`config.mk`:
```
export PLATFORM = sky130hd
export DESIGN_NAME = duckAnimator
export DESIGN_NICKNAME = d
export VERILOG_FILES = /design/src/verilog/duckPkg.sv /design/src/verilog/motionIf.sv /design/src/verilog/spriteIf.sv /design/src/verilog/flightSequencer.sv /design/src/verilog/positionIntegrator.sv /design/src/verilog/spriteFrameSelect.sv /design/src/verilog/duckAnimator.sv
export SDC_FILE = /design/constraint.sdc
export NUM_CORES = 1
export LEC_CHECK = 0
export ABC_CLOCK_PERIOD_IN_PS = 4100
export BUFFER_PORTS_ARGS = -buffer_cell sky130_fd_sc_hd__buf_2
export CORE_MARGIN = 3
export CORE_UTILIZATION = 40
export CTS_BUF_LIST = sky130_fd_sc_hd__clkbuf_8
export CTS_CLUSTER_SIZE = 14
export DETAILED_ROUTE_END_ITERATION = 8
export HOLD_SLACK_MARGIN = 0.1
export RECOVER_POWER = 25
export SLEW_MARGIN = 20
export SYNTH_ARGS = -nofsm -noshare
export SYNTH_HDL_FRONTEND = slang
export SYNTH_SLANG_ARGS = --single-unit
export TNS_END_PERCENT = 5
```
`constraint.sdc`:
```
create_clock -name ANIM_Clk -period 4.1 [get_ports ANIM_Clk]
set_input_delay 0.82 -clock ANIM_Clk [delete_from_list [all_inputs] [get_ports ANIM_Clk]]
set_output_delay 0.82 -clock ANIM_Clk [all_outputs]
set_load 0.05 [all_outputs]
```
`src/verilog/duckPkg.sv`:
```
package duckPkg;

	localparam int coordW = 10; // Screen coordinate
	localparam int frameW = 6;  // Sprite frame index
	localparam int colorW = 2;  // Black 0, red 1, pink 2, 3 as black
	localparam int headW = 3;

	// Defaults for the top-level parameters
	localparam int defXMax = 640;
	localparam int defYMax = 460;
	localparam int defHitFrames = 16;
	localparam int defCycleBase = 3;

	// Heading word read as a code or as direction bits
	// In the north half the low bit marks a level heading. The south half
	// has no level headings, so its low bit carries east instead
	typedef union packed
	{
		logic [headW-1:0] raw;
		struct packed
		{
			logic south; // Moves down
			logic east;  // Moves right, north headings
			logic low;   // Level if north, east if south
		} f;
	} headingU;

	localparam logic [headW-1:0] hdNW = 3'd0;
	localparam logic [headW-1:0] hdW = 3'd1;
	localparam logic [headW-1:0] hdNE = 3'd2;
	localparam logic [headW-1:0] hdE = 3'd3;
	localparam logic [headW-1:0] hdSW = 3'd4;
	localparam logic [headW-1:0] hdSE = 3'd5;

	localparam logic [3:0] stepLevelX = 4'd15;
	localparam logic [3:0] stepLevelY = 4'd2;
	localparam logic [3:0] stepDiagX = 4'd12;
	localparam logic [3:0] stepDiagY = 4'd10;

	localparam logic [coordW-1:0] startY = 10'd300;
	localparam logic [coordW-1:0] resetX = 10'd400;

	localparam logic [frameW-1:0] baseNW = 6'd11; // Also SW
	localparam logic [frameW-1:0] baseW = 6'd15;
	localparam logic [frameW-1:0] baseNE = 6'd0;  // Also SE
	localparam logic [frameW-1:0] baseE = 6'd4;
	localparam logic [frameW-1:0] hitWest = 6'd19;
	localparam logic [frameW-1:0] hitEast = 6'd8;
	localparam logic [frameW-1:0] colorStride = 6'd20;

	function automatic logic isEast(headingU h);
		return h.f.south ? h.f.low : h.f.east;
	endfunction

	function automatic logic isLevel(headingU h);
		return !h.f.south && h.f.low; // Only W and E
	endfunction

endpackage

```
`src/verilog/motionIf.sv`:
```
`timescale 1ns/1ns

interface motionIf;
	import duckPkg::*;

	logic load;                // Place duck at loadX, startY
	logic [coordW-1:0] loadX;
	logic advance;             // One step per clock while high
	headingU heading;
	logic atWall;
	logic atTop;
	logic atBottom;

	modport seq
	(
		output load, loadX, advance, heading,
		input atWall, atTop, atBottom
	);

	modport integ
	(
		input load, loadX, advance, heading,
		output atWall, atTop, atBottom
	);

endinterface

```
`src/verilog/spriteIf.sv`:
```
`timescale 1ns/1ns

interface spriteIf;
	import duckPkg::*;

	logic restart;             // Reload base, clear wing phase
	logic flying;              // Phase advances while high
	logic hitPose;
	headingU heading;
	logic [colorW-1:0] color;

	modport seq
	(
		output restart, flying, hitPose, heading, color
	);

	modport sel
	(
		input restart, flying, hitPose, heading, color
	);

endinterface

```
`src/verilog/flightSequencer.sv`:
```
`timescale 1ns/1ns

module flightSequencer #(
	parameter int hitFrames = duckPkg::defHitFrames,
	parameter int cycleBase = duckPkg::defCycleBase
) (
	input logic ANIM_Clk,
	input logic Reset,
	input logic run,
	input logic duckKill,
	input logic [duckPkg::colorW-1:0] colorRand,
	input duckPkg::headingU headingRand,
	input logic [1:0] repeatsRand,
	input logic [duckPkg::coordW-1:0] startXRand,
	motionIf.seq mot,
	spriteIf.seq spr,
	output logic duckActive,
	output logic [duckPkg::colorW-1:0] duckColor,
	output logic bounce
);
	import duckPkg::*;

	localparam int cntW = $clog2(cycleBase + 4) + 1;
	localparam int hitW = $clog2(hitFrames) + 1;

	enum logic [2:0] {stIdle, stStart, stFly, stBounce, stHit} state, nextState;

	headingU heading;
	logic [colorW-1:0] colorReg;
	logic [coordW-1:0] startX;
	logic [1:0] wingPhase;        // Tracks the selector's phase
	logic [cntW-1:0] cycleCount;  // Complete wing cycles since last turn
	logic [cntW-1:0] cycleTarget;
	logic [hitW-1:0] hitCount;
	logic turnPending;            // New heading waits one clock for restart
	logic lastBounce;
	logic wallHit;
	logic hitDone;
	logic restartNow;
	logic cycleEnd;
	logic courseChange;

	// Random codes 6 and 7 fly east
	function automatic headingU cleanHeading(headingU h);
		headingU c;
		c.raw = (h.raw > hdSE) ? hdE : h.raw;
		return c;
	endfunction

	function automatic headingU reflect(headingU h, logic top, logic bottom);
		headingU r;
		case (h.raw)
			hdW: r.raw = top ? hdSW : hdE;
			hdE: r.raw = top ? hdSE : hdW;
			hdNW: r.raw = top ? hdSW : hdNE;
			hdNE: r.raw = top ? hdSE : hdNW;
			hdSW: r.raw = bottom ? hdNW : hdSE;
			hdSE: r.raw = bottom ? hdNE : hdSW;
			default: r.raw = hdE;
		endcase
		return r;
	endfunction

	// Still on the wall right after a bounce, so skip that clock
	assign wallHit = mot.atWall && !lastBounce;
	assign hitDone = (hitCount == hitW'(hitFrames - 1));
	assign cycleTarget = cntW'(repeatsRand) + cntW'(cycleBase);
	assign restartNow = (state == stStart) || (state == stBounce) ||
		((state == stFly) && turnPending);
	assign cycleEnd = (state == stFly) && (nextState == stFly) && !restartNow &&
		(wingPhase == 2'd3);
	assign courseChange = cycleEnd && (cycleCount + cntW'(1) == cycleTarget);

	always_comb
	begin
		nextState = state;
		case (state)
			stIdle: if (run) nextState = stStart;
			stStart: nextState = stFly;
			stFly:
			begin
				if (duckKill)
					nextState = stHit; // Kill wins over a wall
				else if (wallHit)
					nextState = stBounce;
			end
			stBounce: nextState = stFly;
			stHit: if (hitDone) nextState = stStart;
			default: nextState = stIdle;
		endcase
	end

	always_ff @(posedge ANIM_Clk or posedge Reset)
	begin
		if (Reset)
		begin
			state <= stIdle;
			heading <= '0;
			colorReg <= '0;
			wingPhase <= '0;
			cycleCount <= '0;
			hitCount <= '0;
			turnPending <= 1'b0;
			lastBounce <= 1'b0;
		end
		else
		begin
			state <= nextState;
			lastBounce <= (state == stBounce);
			turnPending <= courseChange;

			if (nextState == stStart) // From idle or after a hit
			begin
				heading <= cleanHeading(headingRand);
				colorReg <= colorRand;
			end
			else if (nextState == stBounce)
				heading <= reflect(heading, mot.atTop, mot.atBottom);
			else if (courseChange)
				heading <= cleanHeading(headingRand);

			if (restartNow)
				wingPhase <= '0;
			else if (state == stFly)
				wingPhase <= wingPhase + 2'd1;

			if ((state == stStart) || (nextState == stBounce) || courseChange)
				cycleCount <= '0;
			else if (cycleEnd)
				cycleCount <= cycleCount + cntW'(1);

			hitCount <= (state == stHit) ? hitCount + hitW'(1) : '0;
		end
	end

	always_ff @(posedge ANIM_Clk)
	begin
		if (nextState == stStart)
			startX <= startXRand;
	end

	assign mot.load = (state == stStart);
	assign mot.loadX = startX;
	assign mot.advance = (state == stFly);
	assign mot.heading = heading;

	assign spr.restart = restartNow;
	assign spr.flying = (state == stFly);
	assign spr.hitPose = (state == stHit); // Frozen duck
	assign spr.heading = heading;
	assign spr.color = colorReg;

	assign duckActive = (state != stIdle);
	assign duckColor = colorReg;
	assign bounce = (state == stBounce);

endmodule

```
`src/verilog/positionIntegrator.sv`:
```
`timescale 1ns/1ns

module positionIntegrator #(
	parameter int xMax = duckPkg::defXMax,
	parameter int yMax = duckPkg::defYMax
) (
	input logic ANIM_Clk,
	input logic Reset,
	motionIf.integ mot,
	output logic [duckPkg::coordW-1:0] duckX,
	output logic [duckPkg::coordW-1:0] duckY
);
	import duckPkg::*;

	localparam logic [coordW-1:0] xLim = coordW'(xMax);
	localparam logic [coordW-1:0] yLim = coordW'(yMax);

	logic [coordW-1:0] stepX;
	logic [coordW-1:0] stepY;
	logic [coordW:0] sumX;   // One spare bit for the carry
	logic [coordW:0] sumY;
	logic [coordW-1:0] nextX;
	logic [coordW-1:0] nextY;

	always_comb
	begin
		stepX = isLevel(mot.heading) ? coordW'(stepLevelX) : coordW'(stepDiagX);
		stepY = isLevel(mot.heading) ? coordW'(stepLevelY) : coordW'(stepDiagY);
		sumX = {1'b0, duckX} + {1'b0, stepX};
		sumY = {1'b0, duckY} + {1'b0, stepY};

		if (isEast(mot.heading))
			nextX = (sumX > {1'b0, xLim}) ? xLim : sumX[coordW-1:0];
		else
			nextX = (duckX < stepX) ? '0 : duckX - stepX;

		if (mot.heading.f.south)
			nextY = (sumY > {1'b0, yLim}) ? yLim : sumY[coordW-1:0];
		else
			nextY = (duckY < stepY) ? '0 : duckY - stepY; // Up toward 0
	end

	always_ff @(posedge ANIM_Clk or posedge Reset)
	begin
		if (Reset)
		begin
			duckX <= resetX;
			duckY <= startY;
		end
		else if (mot.load)
		begin
			duckX <= mot.loadX;
			duckY <= startY;
		end
		else if (mot.advance)
		begin
			duckX <= nextX;
			duckY <= nextY;
		end
	end

	// Flags from the registered position
	assign mot.atTop = (duckY == '0);
	assign mot.atBottom = (duckY == yLim);
	assign mot.atWall = (duckX == '0) || (duckX == xLim) || mot.atTop || mot.atBottom;

endmodule

```
`src/verilog/spriteFrameSelect.sv`:
```
`timescale 1ns/1ns

module spriteFrameSelect
(
	input logic ANIM_Clk,
	input logic Reset,
	spriteIf.sel spr,
	output logic [duckPkg::frameW-1:0] duckFrame
);
	import duckPkg::*;

	logic [frameW-1:0] colorOffset;
	logic [frameW-1:0] dirBase;
	logic [frameW-1:0] flyBase;
	logic [frameW-1:0] hitBase;
	logic [frameW-1:0] baseReg;  // Flight base held between restarts
	logic [1:0] phase;           // Wing phase 0 to 3
	logic [1:0] phaseNext;

	always_comb
	begin
		case (spr.color)
			2'd1: colorOffset = colorStride;         // Red
			2'd2: colorOffset = frameW'(2 * colorStride); // Pink
			default: colorOffset = '0;               // Black and code 3
		endcase

		// South headings share the diagonal sprites of the north ones
		if (isLevel(spr.heading))
			dirBase = isEast(spr.heading) ? baseE : baseW;
		else
			dirBase = isEast(spr.heading) ? baseNE : baseNW;

		flyBase = dirBase + colorOffset;
		hitBase = (isEast(spr.heading) ? hitEast : hitWest) + colorOffset;
	end

	assign phaseNext = phase + 2'd1;

	always_ff @(posedge ANIM_Clk or posedge Reset)
	begin
		if (Reset)
		begin
			baseReg <= '0;
			phase <= '0;
			duckFrame <= '0;
		end
		else if (spr.restart)
		begin
			baseReg <= flyBase;
			phase <= '0;
			duckFrame <= flyBase;
		end
		else if (spr.hitPose)
			duckFrame <= hitBase; // Phase holds through the hit
		else if (spr.flying)
		begin
			phase <= phaseNext;
			duckFrame <= baseReg + frameW'(phaseNext);
		end
	end

endmodule

```
`src/verilog/duckAnimator.sv`:
```
`timescale 1ns/1ns

module duckAnimator #(
	parameter int xMax = duckPkg::defXMax,
	parameter int yMax = duckPkg::defYMax,
	parameter int hitFrames = duckPkg::defHitFrames,
	parameter int cycleBase = duckPkg::defCycleBase
) (
	input logic ANIM_Clk,
	input logic Reset,
	input logic run,
	input logic duckKill,
	input logic [duckPkg::colorW-1:0] colorRand,
	input logic [duckPkg::headW-1:0] headingRand,
	input logic [1:0] repeatsRand,
	input logic [duckPkg::coordW-1:0] startXRand,
	output logic [duckPkg::coordW-1:0] duckX,
	output logic [duckPkg::coordW-1:0] duckY,
	output logic [duckPkg::frameW-1:0] duckFrame,
	output logic [duckPkg::colorW-1:0] duckColor,
	output logic duckActive,
	output logic bounce
);

	motionIf motion();
	spriteIf sprite();

	flightSequencer #(.hitFrames(hitFrames), .cycleBase(cycleBase)) seq0
	(
		.ANIM_Clk(ANIM_Clk),
		.Reset(Reset),
		.run(run),
		.duckKill(duckKill),
		.colorRand(colorRand),
		.headingRand(headingRand), // Raw code into the heading union
		.repeatsRand(repeatsRand),
		.startXRand(startXRand),
		.mot(motion.seq),
		.spr(sprite.seq),
		.duckActive(duckActive),
		.duckColor(duckColor),
		.bounce(bounce)
	);

	positionIntegrator #(.xMax(xMax), .yMax(yMax)) integ0
	(
		.ANIM_Clk(ANIM_Clk),
		.Reset(Reset),
		.mot(motion.integ),
		.duckX(duckX),
		.duckY(duckY)
	);

	spriteFrameSelect sel0
	(
		.ANIM_Clk(ANIM_Clk),
		.Reset(Reset),
		.spr(sprite.sel),
		.duckFrame(duckFrame)
	);

endmodule

```
* Yosys cells after proc, flatten, opt, wreduce, memory -nomap -nowiden
Cells that the tools add are included.
Storage, ports and cells: bits in registers 65, bits of input ports 21, output and inout port bits 30, word-level logic and storage cells 125
Operators by class: $add $sub $neg 12, order comparisons 5, eq/ne operators 20, muxes and demuxes 45, reductions and logical operators 29
Operators by type and width (number):
- $mux 10 | 10
- $mux 3 | 14
- $mux 6 | 4
- $add 10x10->11 | 2
- $logic_not 10->1 | 2
- $lt 10x10->1 | 2
- $mux 4 | 5
- $sub 10x10->10 | 2
- $eq 3x2->1 const B | 6
- $pmux 3 s6 | 1
- $add 6x6->6 | 2
- $mux 2 | 6
- $pmux 3 s4 | 1
- $pmux 6 s2 | 1
- $gt 11x10->1 const B | 1
- $gt 11x9->1 const B | 1
- $eq 10x10->1 const B | 1
- $eq 10x9->1 const B | 1
- $mux 5 | 2
- $eq 3x1->1 const B | 3
- $eq 3x3->1 const B | 3
- $reduce_bool 3->1 | 3
- $logic_and 1x1->1 | 7
- $logic_or 1x1->1 | 7
- 17 further kinds | 24

* Depth between registers and ports, before layout
Gate-level depths: netlist of the first run.
depth in word-level cells 16, gate-level depth with buffers 14, depth with buffers taken out 13

* Modules after synthesis
A second synthesis of the first run with hierarchy kept.
Unflattened totals: cells, all modules 519, area, all modules 4675.7 um^2
Modules (own cells, without submodules):
- positionIntegrator | instances 1, cells each 287, area an instance 2189.6 um^2, sequential area each 484.2 um^2
- flightSequencer | instances 1, cells each 145, area an instance 1581.5 um^2, sequential area each 825.8 um^2
- spriteFrameSelect | instances 1, cells each 87, area an instance 904.6 um^2, sequential area each 325.3 um^2

* Worst setup path after synthesis of the first run
No wires, ideal clock.
kind reg2reg, start register seq0.heading (netlist bit seq0.mot.heading[2]), end register integ0.duckX[0] (netlist name), library setup time 127 ps, arrival time 2774 ps, required time 3973 ps, slack 1200 ps, cell stages (with the launch flop) 14, path buffers 1, period minus slack after synthesis 2900 ps, cells stage by stage dfrtp_1 clkbuf_1 inv_1 nand2_1 inv_1 ha_1 inv_1 fa_1 a211oi_1 xor2_1 nor2_1 o21ai_1 o41a_1 o21ai_0
On the way: cells in the longest elaborated chain, start to end 9, elaborated cells between the ends (all ways) 13, those cells by class add/sub (2); order compare (2); mux (7); reduce/logical (2)
Ends and longest elaborated chain:
- start, declared | RTL line flightSequencer.sv:28 | headingU heading;
- start signal, assigned | RTL line flightSequencer.sv:114 | heading <= cleanHeading(headingRand);
- start signal, assigned | RTL line flightSequencer.sv:118 | heading <= reflect(heading, mot.atTop, mot.atBottom);
- start signal, assigned | RTL line flightSequencer.sv:120 | heading <= cleanHeading(headingRand);
- $logic_not 1->1 | RTL line duckPkg.sv:56 | return !h.f.south && h.f.low;
- $logic_and 1x1->1 | RTL line duckPkg.sv:56
- $mux 2 | RTL line positionIntegrator.sv:27 | stepX = isLevel(mot.heading) ? coordW'(stepLevelX) : coordW'(stepDiagX);
- $add 10x10->11 | RTL line positionIntegrator.sv:29 | sumX = {1'b0, duckX} + {1'b0, stepX};
- $gt 11x10->1 | RTL line positionIntegrator.sv:33 | nextX = (sumX > {1'b0, xLim}) ? xLim : sumX[coordW-1:0];
- $mux 10 | RTL line positionIntegrator.sv:33
- $mux 10 (*) | RTL line positionIntegrator.sv:32 | if (isEast(mot.heading))
- $mux 10 (*) | RTL line positionIntegrator.sv:55 | else if (mot.advance)
- $mux 10 (*) | RTL line positionIntegrator.sv:50 | else if (mot.load)
- end signal, assigned | RTL line positionIntegrator.sv:47 | duckX <= resetX;
- end signal, assigned | RTL line positionIntegrator.sv:52 | duckX <= mot.loadX;
- end signal, assigned | RTL line positionIntegrator.sv:57 | duckX <= nextX;
- end, declared | RTL line positionIntegrator.sv:10 | output logic [duckPkg::coordW-1:0] duckX,
Every way passes the cells marked *; elsewhere a longest branch is shown, timed or not. The select of a mux whose other input is x is not followed. A chain may end at the register's enable or synchronous reset.

* Worst setup path in the final report of the first run
Same ends and word-level chain as after synthesis.

==> impl_metrics.toml, run 1 <==
[sta]
rsz0062_at_grt = "false"
tightest_slew_ns = 1.65
fmax_mhz = 279
final_max_slew_viol_count = 42
hold_violations = 0
slew_headroom_pct = -10.4
post-route-period-util_pct = 87.6
finClkSkew_ns = 0.00776
final-setup-viol-count = 0
min_period_ns = 3.59
fin_tns_setup_ns = 0

[power]
p_leak_nw = 2.19
ir_drop_mv = 0.406
powerDensity_nw_per_um2 = 925

[clocking]
cts_resized = 0
postCtsHoldBufs = 0
cts_tree = "built"
cts_buffer_depth = 2
root_buffer = "clkbuf_8"
htreeDepth = 3
clock_latency_ns = 0.36
cts-buffers-inserted = 9
cts_num_sinks = 63
clkTransAtPathRegs_ns = 0.07
cts_setup_buffers = 0

[die]
rows = 38
dieWidth_um = 112
die_height_um = 112
coreArea_um2 = 10900
initial_core_util_pct = 41.3
die-area_um2 = 12500
io_pins = 51

[placement]
port_buffers = 49
place_area_um2 = 4820
dp_hpwl_um = 8670
gp_congestion = 0.932

[logic_synthesis]
mappedNetlistArea_um2 = 4500
synthArstFlopShare_pct = 84.1
synth_ff_type = "dfrtp_1"
synth_nets = 560
yosys_warnings = 0
avgSynthCellArea_um2 = 8.73
synth_edf_count = 10
netlist_instances = 515
synthDistinctLibCells = 74
synth_seq_area_share_pct = 36.4
synth-seq-cells = 63

[global_routing]
grt_pass1_vias = 3834
antenna_found_initial = 0
grt_util_all_layers_pct = 19.3
grt.overflow.total = 0
grt_max_degree = 42
grt_first_pass_wirelength_um = 19600

[critical_path]
crit_top_cell = "inv_1"
cp.arrival_ns = 3.83
crit_path_end_kind = "flop"
crit_start = "seq0.mot.heading[2]"
max_stage_delay_ns = 0.56
reg2regPathDepth = 12
critPathSlowestCell = "dfrtp_1"
critPathMaxFanout = 17
crit_path_cell_trace = "inv_1 > nand2_1 > inv_1 > ha_1 > inv_1 > fa_1 > a211oi_1 > xor2_1 > nor2_1 > o21ai_1 > o41a_1 > o21ai_0"
required_ns = 4.34
path_class = "reg -> reg"
r2r-start = "seq0.mot.heading[2]"
start_kind = "flop"

[flow_run]
drv_cap = 1

[detailed_routing]
drc_errors = 0
routed_wl_um = 11700
antenna_left = 0
viasPerCell = 5.70
drt-initial-drc-count = 326
drt-pass1-iter-count = 5
num_vias = 3953
wl_per_cell_um = 16.8

[finish]
nets = 594
multi_input_area_um2 = 2640
seq_area_um2 = 1640
syn2layout_area_growth_pct = 11.6
finish.instance_area_um2 = 5020
fillCellCount = 1062
drive_gt1_share_pct = 17.7
antenna_cells = 0

[worst_hold_path]
hp-class = "reg -> reg"
hold_start = "seq0.hitCount[0]"
whs_path_depth = 1

[status]
status = "complete, but fails checks"
violations = "max-capacitance violations, max-slew violations"
Yosys cell counts (4+ instances only):
cell type / count / area share [%]
o221ai_1: 7 / 1.4
ha_1: 19 / 5.3
inv_1: 21 / 1.8
nor2_1: 44 / 3.7
o211a_1: 5 / 1.1
a21o_1: 5 / 0.84
buf_2: 4 / 0.45
o21ai_0: 32 / 3.6
a31oi_1: 9 / 1.3
nand2_1: 57 / 4.8
and3_1: 11 / 1.5
nand3_1: 17 / 1.9
clkbuf_1: 25 / 2.1
or2_2: 5 / 0.70
dfrtp_1: 46 / 26
edfxtp_1: 10 / 6.7
nand2b_1: 5 / 0.70
fa_1: 5 / 2.2
a21oi_1: 28 / 3.1
xnor2_1: 17 / 3.3
xor2_1: 18 / 3.5
nor2b_1: 8 / 1.1
nor3_1: 13 / 1.4
nor4_1: 4 / 0.56
dfstp_2: 7 / 4.1
o22ai_1: 13 / 1.8
o211ai_1: 6 / 1.0
and2_1: 4 / 0.56
nand4_1: 4 / 0.56
report_power, final:
part / total [mW] / leakage, nW / internal [mW] / switching [mW]
Clock: 0.554 / 0.0933 / 0.280 / 0.273
Combinational: 2.77 / 1.36 / 0.990 / 1.78
Sequential: 1.32 / 0.740 / 0.905 / 0.417
layout by cell type (no fill, tap or decap), drive strengths merged, types with 13 or more instances in the layout:
| master | Yosys | routed |
|---|---|---|
| nor3 | 13 | 13 |
| buf | 6 | 55 |
| xor2 | 18 | 18 |
| o22ai | 13 | 13 |
| inv | 21 | 22 |
| xnor2 | 17 | 17 |
| nor2 | 45 | 45 |
| nand3 | 18 | 18 |
| o21ai | 35 | 35 |
| dfrtp | 46 | 46 |
| ha | 19 | 19 |
| nand2 | 57 | 57 |
| a21oi | 28 | 28 |
flip-flops by register name, indices dropped and copies added (netlist names):
name and flops:
integ0.duckX 10, sel0.baseReg 5, integ0.duckY 9, seq0.state 3, seq0.mot.heading 3, seq0.duckColor 2
sel0.duckFrame 6, seq0.wingPhase 2, seq0.lastBounce 1, seq0.cycleCount 4, seq0.turnPending 1, seq0.hitCount 5
sel0.phase 2, seq0.mot.loadX 10
path summary, 6_finish.rpt:
path / endpoint / slack, ns
setup / recovery: integ0.duckX[0] / 0.51
hold / removal: seq0.hitCount[0] / 0.46
setup reg to reg: integ0.duckX[0] / 0.51
hold reg to reg: seq0.hitCount[0] / 0.46
max in group asynchronous: integ0.duckX[8] / 2.09
min in group asynchronous: integ0.duckY[7] / 0.96
worst max-delay path, delay by kind of cell, from the launching register on:
family / cells / cell delay [ns]
AO/OA/AOI/OAI: 4 / 1.26
adder cells (fa/ha/maj): 2 / 0.63
flip-flops: 1 / 0.56
AND/OR/NAND/NOR: 2 / 0.29
buffers and inverters: 3 / 0.51
XOR/XNOR: 1 / 0.23
layout make-up:
class	instances	area share [%]
Clock buffer	9	2.47
Clock inverter	7	1.42
Inverter	21	1.57
Multi-Input combinational cell	399	52.7
Sequential cell	63	32.6
Tap cell	140	3.49
Timing Repair Buffer	55	5.78
per-layer routing:
| layer | up-vias | global-route usage [%] | routed length, um |
|---|---|---|---|
| met5 | - | 0 | 0 |
| met4 | 0 | 6.17 | 176 |
| met3 | 13 | 3.99 | 508 |
| met2 | 94 | 30.9 | 5440 |
| met1 | 1923 | 26.5 | 5550 |
| li1 | 1923 | - | - |
cells by family after synthesis:
family / share of synthesized area, %
XOR/XNOR: 6.82
multiplexers: 1.84
AO/OA/AOI/OAI: 21.5
other: 0.0834
adder cells (fa/ha/maj): 7.51
buffers and inverters: 4.81
AND/OR/NAND/NOR: 21.0
flip-flops: 36.4
metrics by stage:
stage / worst slack [ns] / power, mW / hold slack, ns / utilization [%] / std cells
global route: 0.326 / 5.03 / 0.495 / 46.1 / 694
finish: 0.509 / 4.64 / 0.464 / 46.1 / 694
CTS: 0.639 / 4.66 / 0.467 / 46.1 / 694
floorplan: 1.20 / 3.42 / 0.433 / - / 515
detailed placement: 0.660 / 4.09 / 0.457 / 44.3 / 678
global placement: 0.745 / 4.06 / 0.456 / 44.3 / 678
Note: power is estimated with default switching activity, not from simulation.
==> inputs of run 2 (changes only) <==
--- a/config.mk
+++ b/config.mk
@@ -14,6 +14,7 @@
 export DETAILED_ROUTE_END_ITERATION = 8
 export HOLD_SLACK_MARGIN = 0.1
 export RECOVER_POWER = 25
+export REMOVE_ABC_BUFFERS = 1
 export SLEW_MARGIN = 20
 export SYNTH_ARGS = -nofsm -noshare
 export SYNTH_HDL_FRONTEND = slang
==> impl_metrics.toml, run 2 (synthesized netlist as in run 1, its figures left out) <==
[detailed_routing]
routed_wl_um = 11600
drt-initial-drc-count = 276
viasPerCell = 5.68
wl_per_cell_um = 16.7
drt-pass1-iter-count = 5
top_layer_used = "met4"
num_vias = 3933
wl_met1_um = 5340
drc_errors = 0
wl_met2_um = 5520
antenna_left = 0
routed-wl-met3_um = 465

[placement]
port_buffers = 49
place_inst = 677
dp_hpwl_um = 8610
gp_congestion = 0.922

[critical_path]
critPathSlowestCell = "dfrtp_1"
crit_top_cell = "inv_1"
critPathMaxFanout = 17
cp.arrival_ns = 3.77
required_ns = 4.31
max_stage_delay_ns = 0.55
path_class = "reg -> reg"
start_kind = "flop"
crit_path_end_kind = "flop"
critical_path.top_delay_family = "compound AO/OA/AOI/OAI gates"
path_buf_inv = 3
crit_path_cell_trace = "inv_1 > nand2_1 > inv_1 > ha_1 > inv_1 > fa_1 > a211oi_1 > xor2_1 > nor2_1 > o21ai_1 > o41a_1 > o21ai_0"

[clocking]
postCtsHoldBufs = 0
cts_num_sinks = 63
root_buffer = "clkbuf_8"
clock_latency_ns = 0.34
cts-buffers-inserted = 9
cts_tree = "built"
cts_resized = 0
cts_buffer_depth = 2
cts_setup_buffers = 0
clkTransAtPathRegs_ns = 0.07
htreeDepth = 3

[power]
powerDensity_nw_per_um2 = 917
fin_total_pwr_mw = 4.59
p_leak_nw = 2.19
ir_drop_mv = 0.339

[global_routing]
grt_pass1_vias = 3804
grt_first_pass_wirelength_um = 19300
grt_util_all_layers_pct = 19.1
antenna_found_initial = 0
grt_max_degree = 35
grt.overflow.total = 0

[die]
coreArea_um2 = 10900
die_height_um = 112
dieWidth_um = 112
rows = 38
initial_core_util_pct = 41.3
die-area_um2 = 12500
io_pins = 51

[sta]
post-route-period-util_pct = 86.7
finClkSkew_ns = 0.00811
final_max_slew_viol_count = 0
slew_headroom_pct = 7.10
rsz0062_at_grt = "false"
final-setup-viol-count = 0
tightest_slew_ns = 1.39
hold_violations = 0
fin_tns_setup_ns = 0
fmax_mhz = 281
min_period_ns = 3.55

[flow_run]
drv_cap = 0

[status]
status = "complete, no violations"

[worst_hold_path]
hp-class = "reg -> reg"

[finish]
fillCellCount = 1078
drive_gt1_share_pct = 17.5
nets = 593
finalNonFillerCells = 693
layout_common_cells = "57 x nand2_1, 48 x buf_2, 46 x dfrtp_1"
mostFrequentLayoutCell = "nand2_1"
antenna_cells = 0
syn2layout_area_growth_pct = 11.3
==> run 2: worst register-to-register path, stage by stage, from the launching register on <==
cell and delay, ns:
dfrtp_1 0.55, inv_1 0.24, nand2_1 0.23, inv_1 0.23, ha_1 0.20, inv_1 0.06
fa_1 0.44, a211oi_1 0.41, xor2_1 0.23, nor2_1 0.07, o21ai_1 0.37, o41a_1 0.28
o21ai_0 0.11
==> run 2: through the flow <==
stage	utilization [%]	hold slack [ns]	setup WS, ns	area (um^2)
5_1_grt	46.0	0.503	0.193	5000
6_report	46.0	0.470	0.546	5000
3_5_place_dp	44.2	0.475	0.587	4820
2_1_floorplan	-	0.433	1.16	4360
3_3_place_gp	44.2	0.458	0.741	4820
4_1_cts	45.9	0.482	0.554	5000
==> run 2: cell type report <==
class                   instances  area (um^2)  area share (%)
inverters                      21         78.8            1.57
flip-flops and latches         63         1640            32.7
multi-input cells             399         2650            52.9
clock inverters                 4         21.3           0.425
clock buffers                  12          165            3.30
well taps                     140          175            3.50
repair buffers                 54          282            5.62
==> run 2: path summary, 6_finish.rpt <==
path | start | end | slack (ns) | cells past startpoint
max | seq0.mot.heading[2] | integ0.duckX[0] | 0.55 | 12
min | seq0.hitCount[0] | seq0.hitCount[0] | 0.47 | 1
max reg2reg | seq0.mot.heading[2] | integ0.duckX[0] | 0.55 | 12
min reg2reg | seq0.hitCount[0] | seq0.hitCount[0] | 0.47 | 1
max in group asynchronous | Reset | seq0.state[2] | 2.27 | 3
min in group asynchronous | Reset | integ0.duckY[7] | 0.87 | 2
==> run 2: routing by layer <==
layer / vias up / GRT usage, %
li1: 1922 / -
met3: 17 / 3.18
met1: 1896 / 26.0
met4: 0 / 6.73
met2: 98 / 30.8
met5: - / 0
==> run 2: power breakdown <==
part,switching [mW],internal (mW),total [mW]
clock network,0.240,0.265,0.505
registers,0.387,0.907,1.29
logic,1.81,0.985,2.79
total,2.44,2.16,4.59
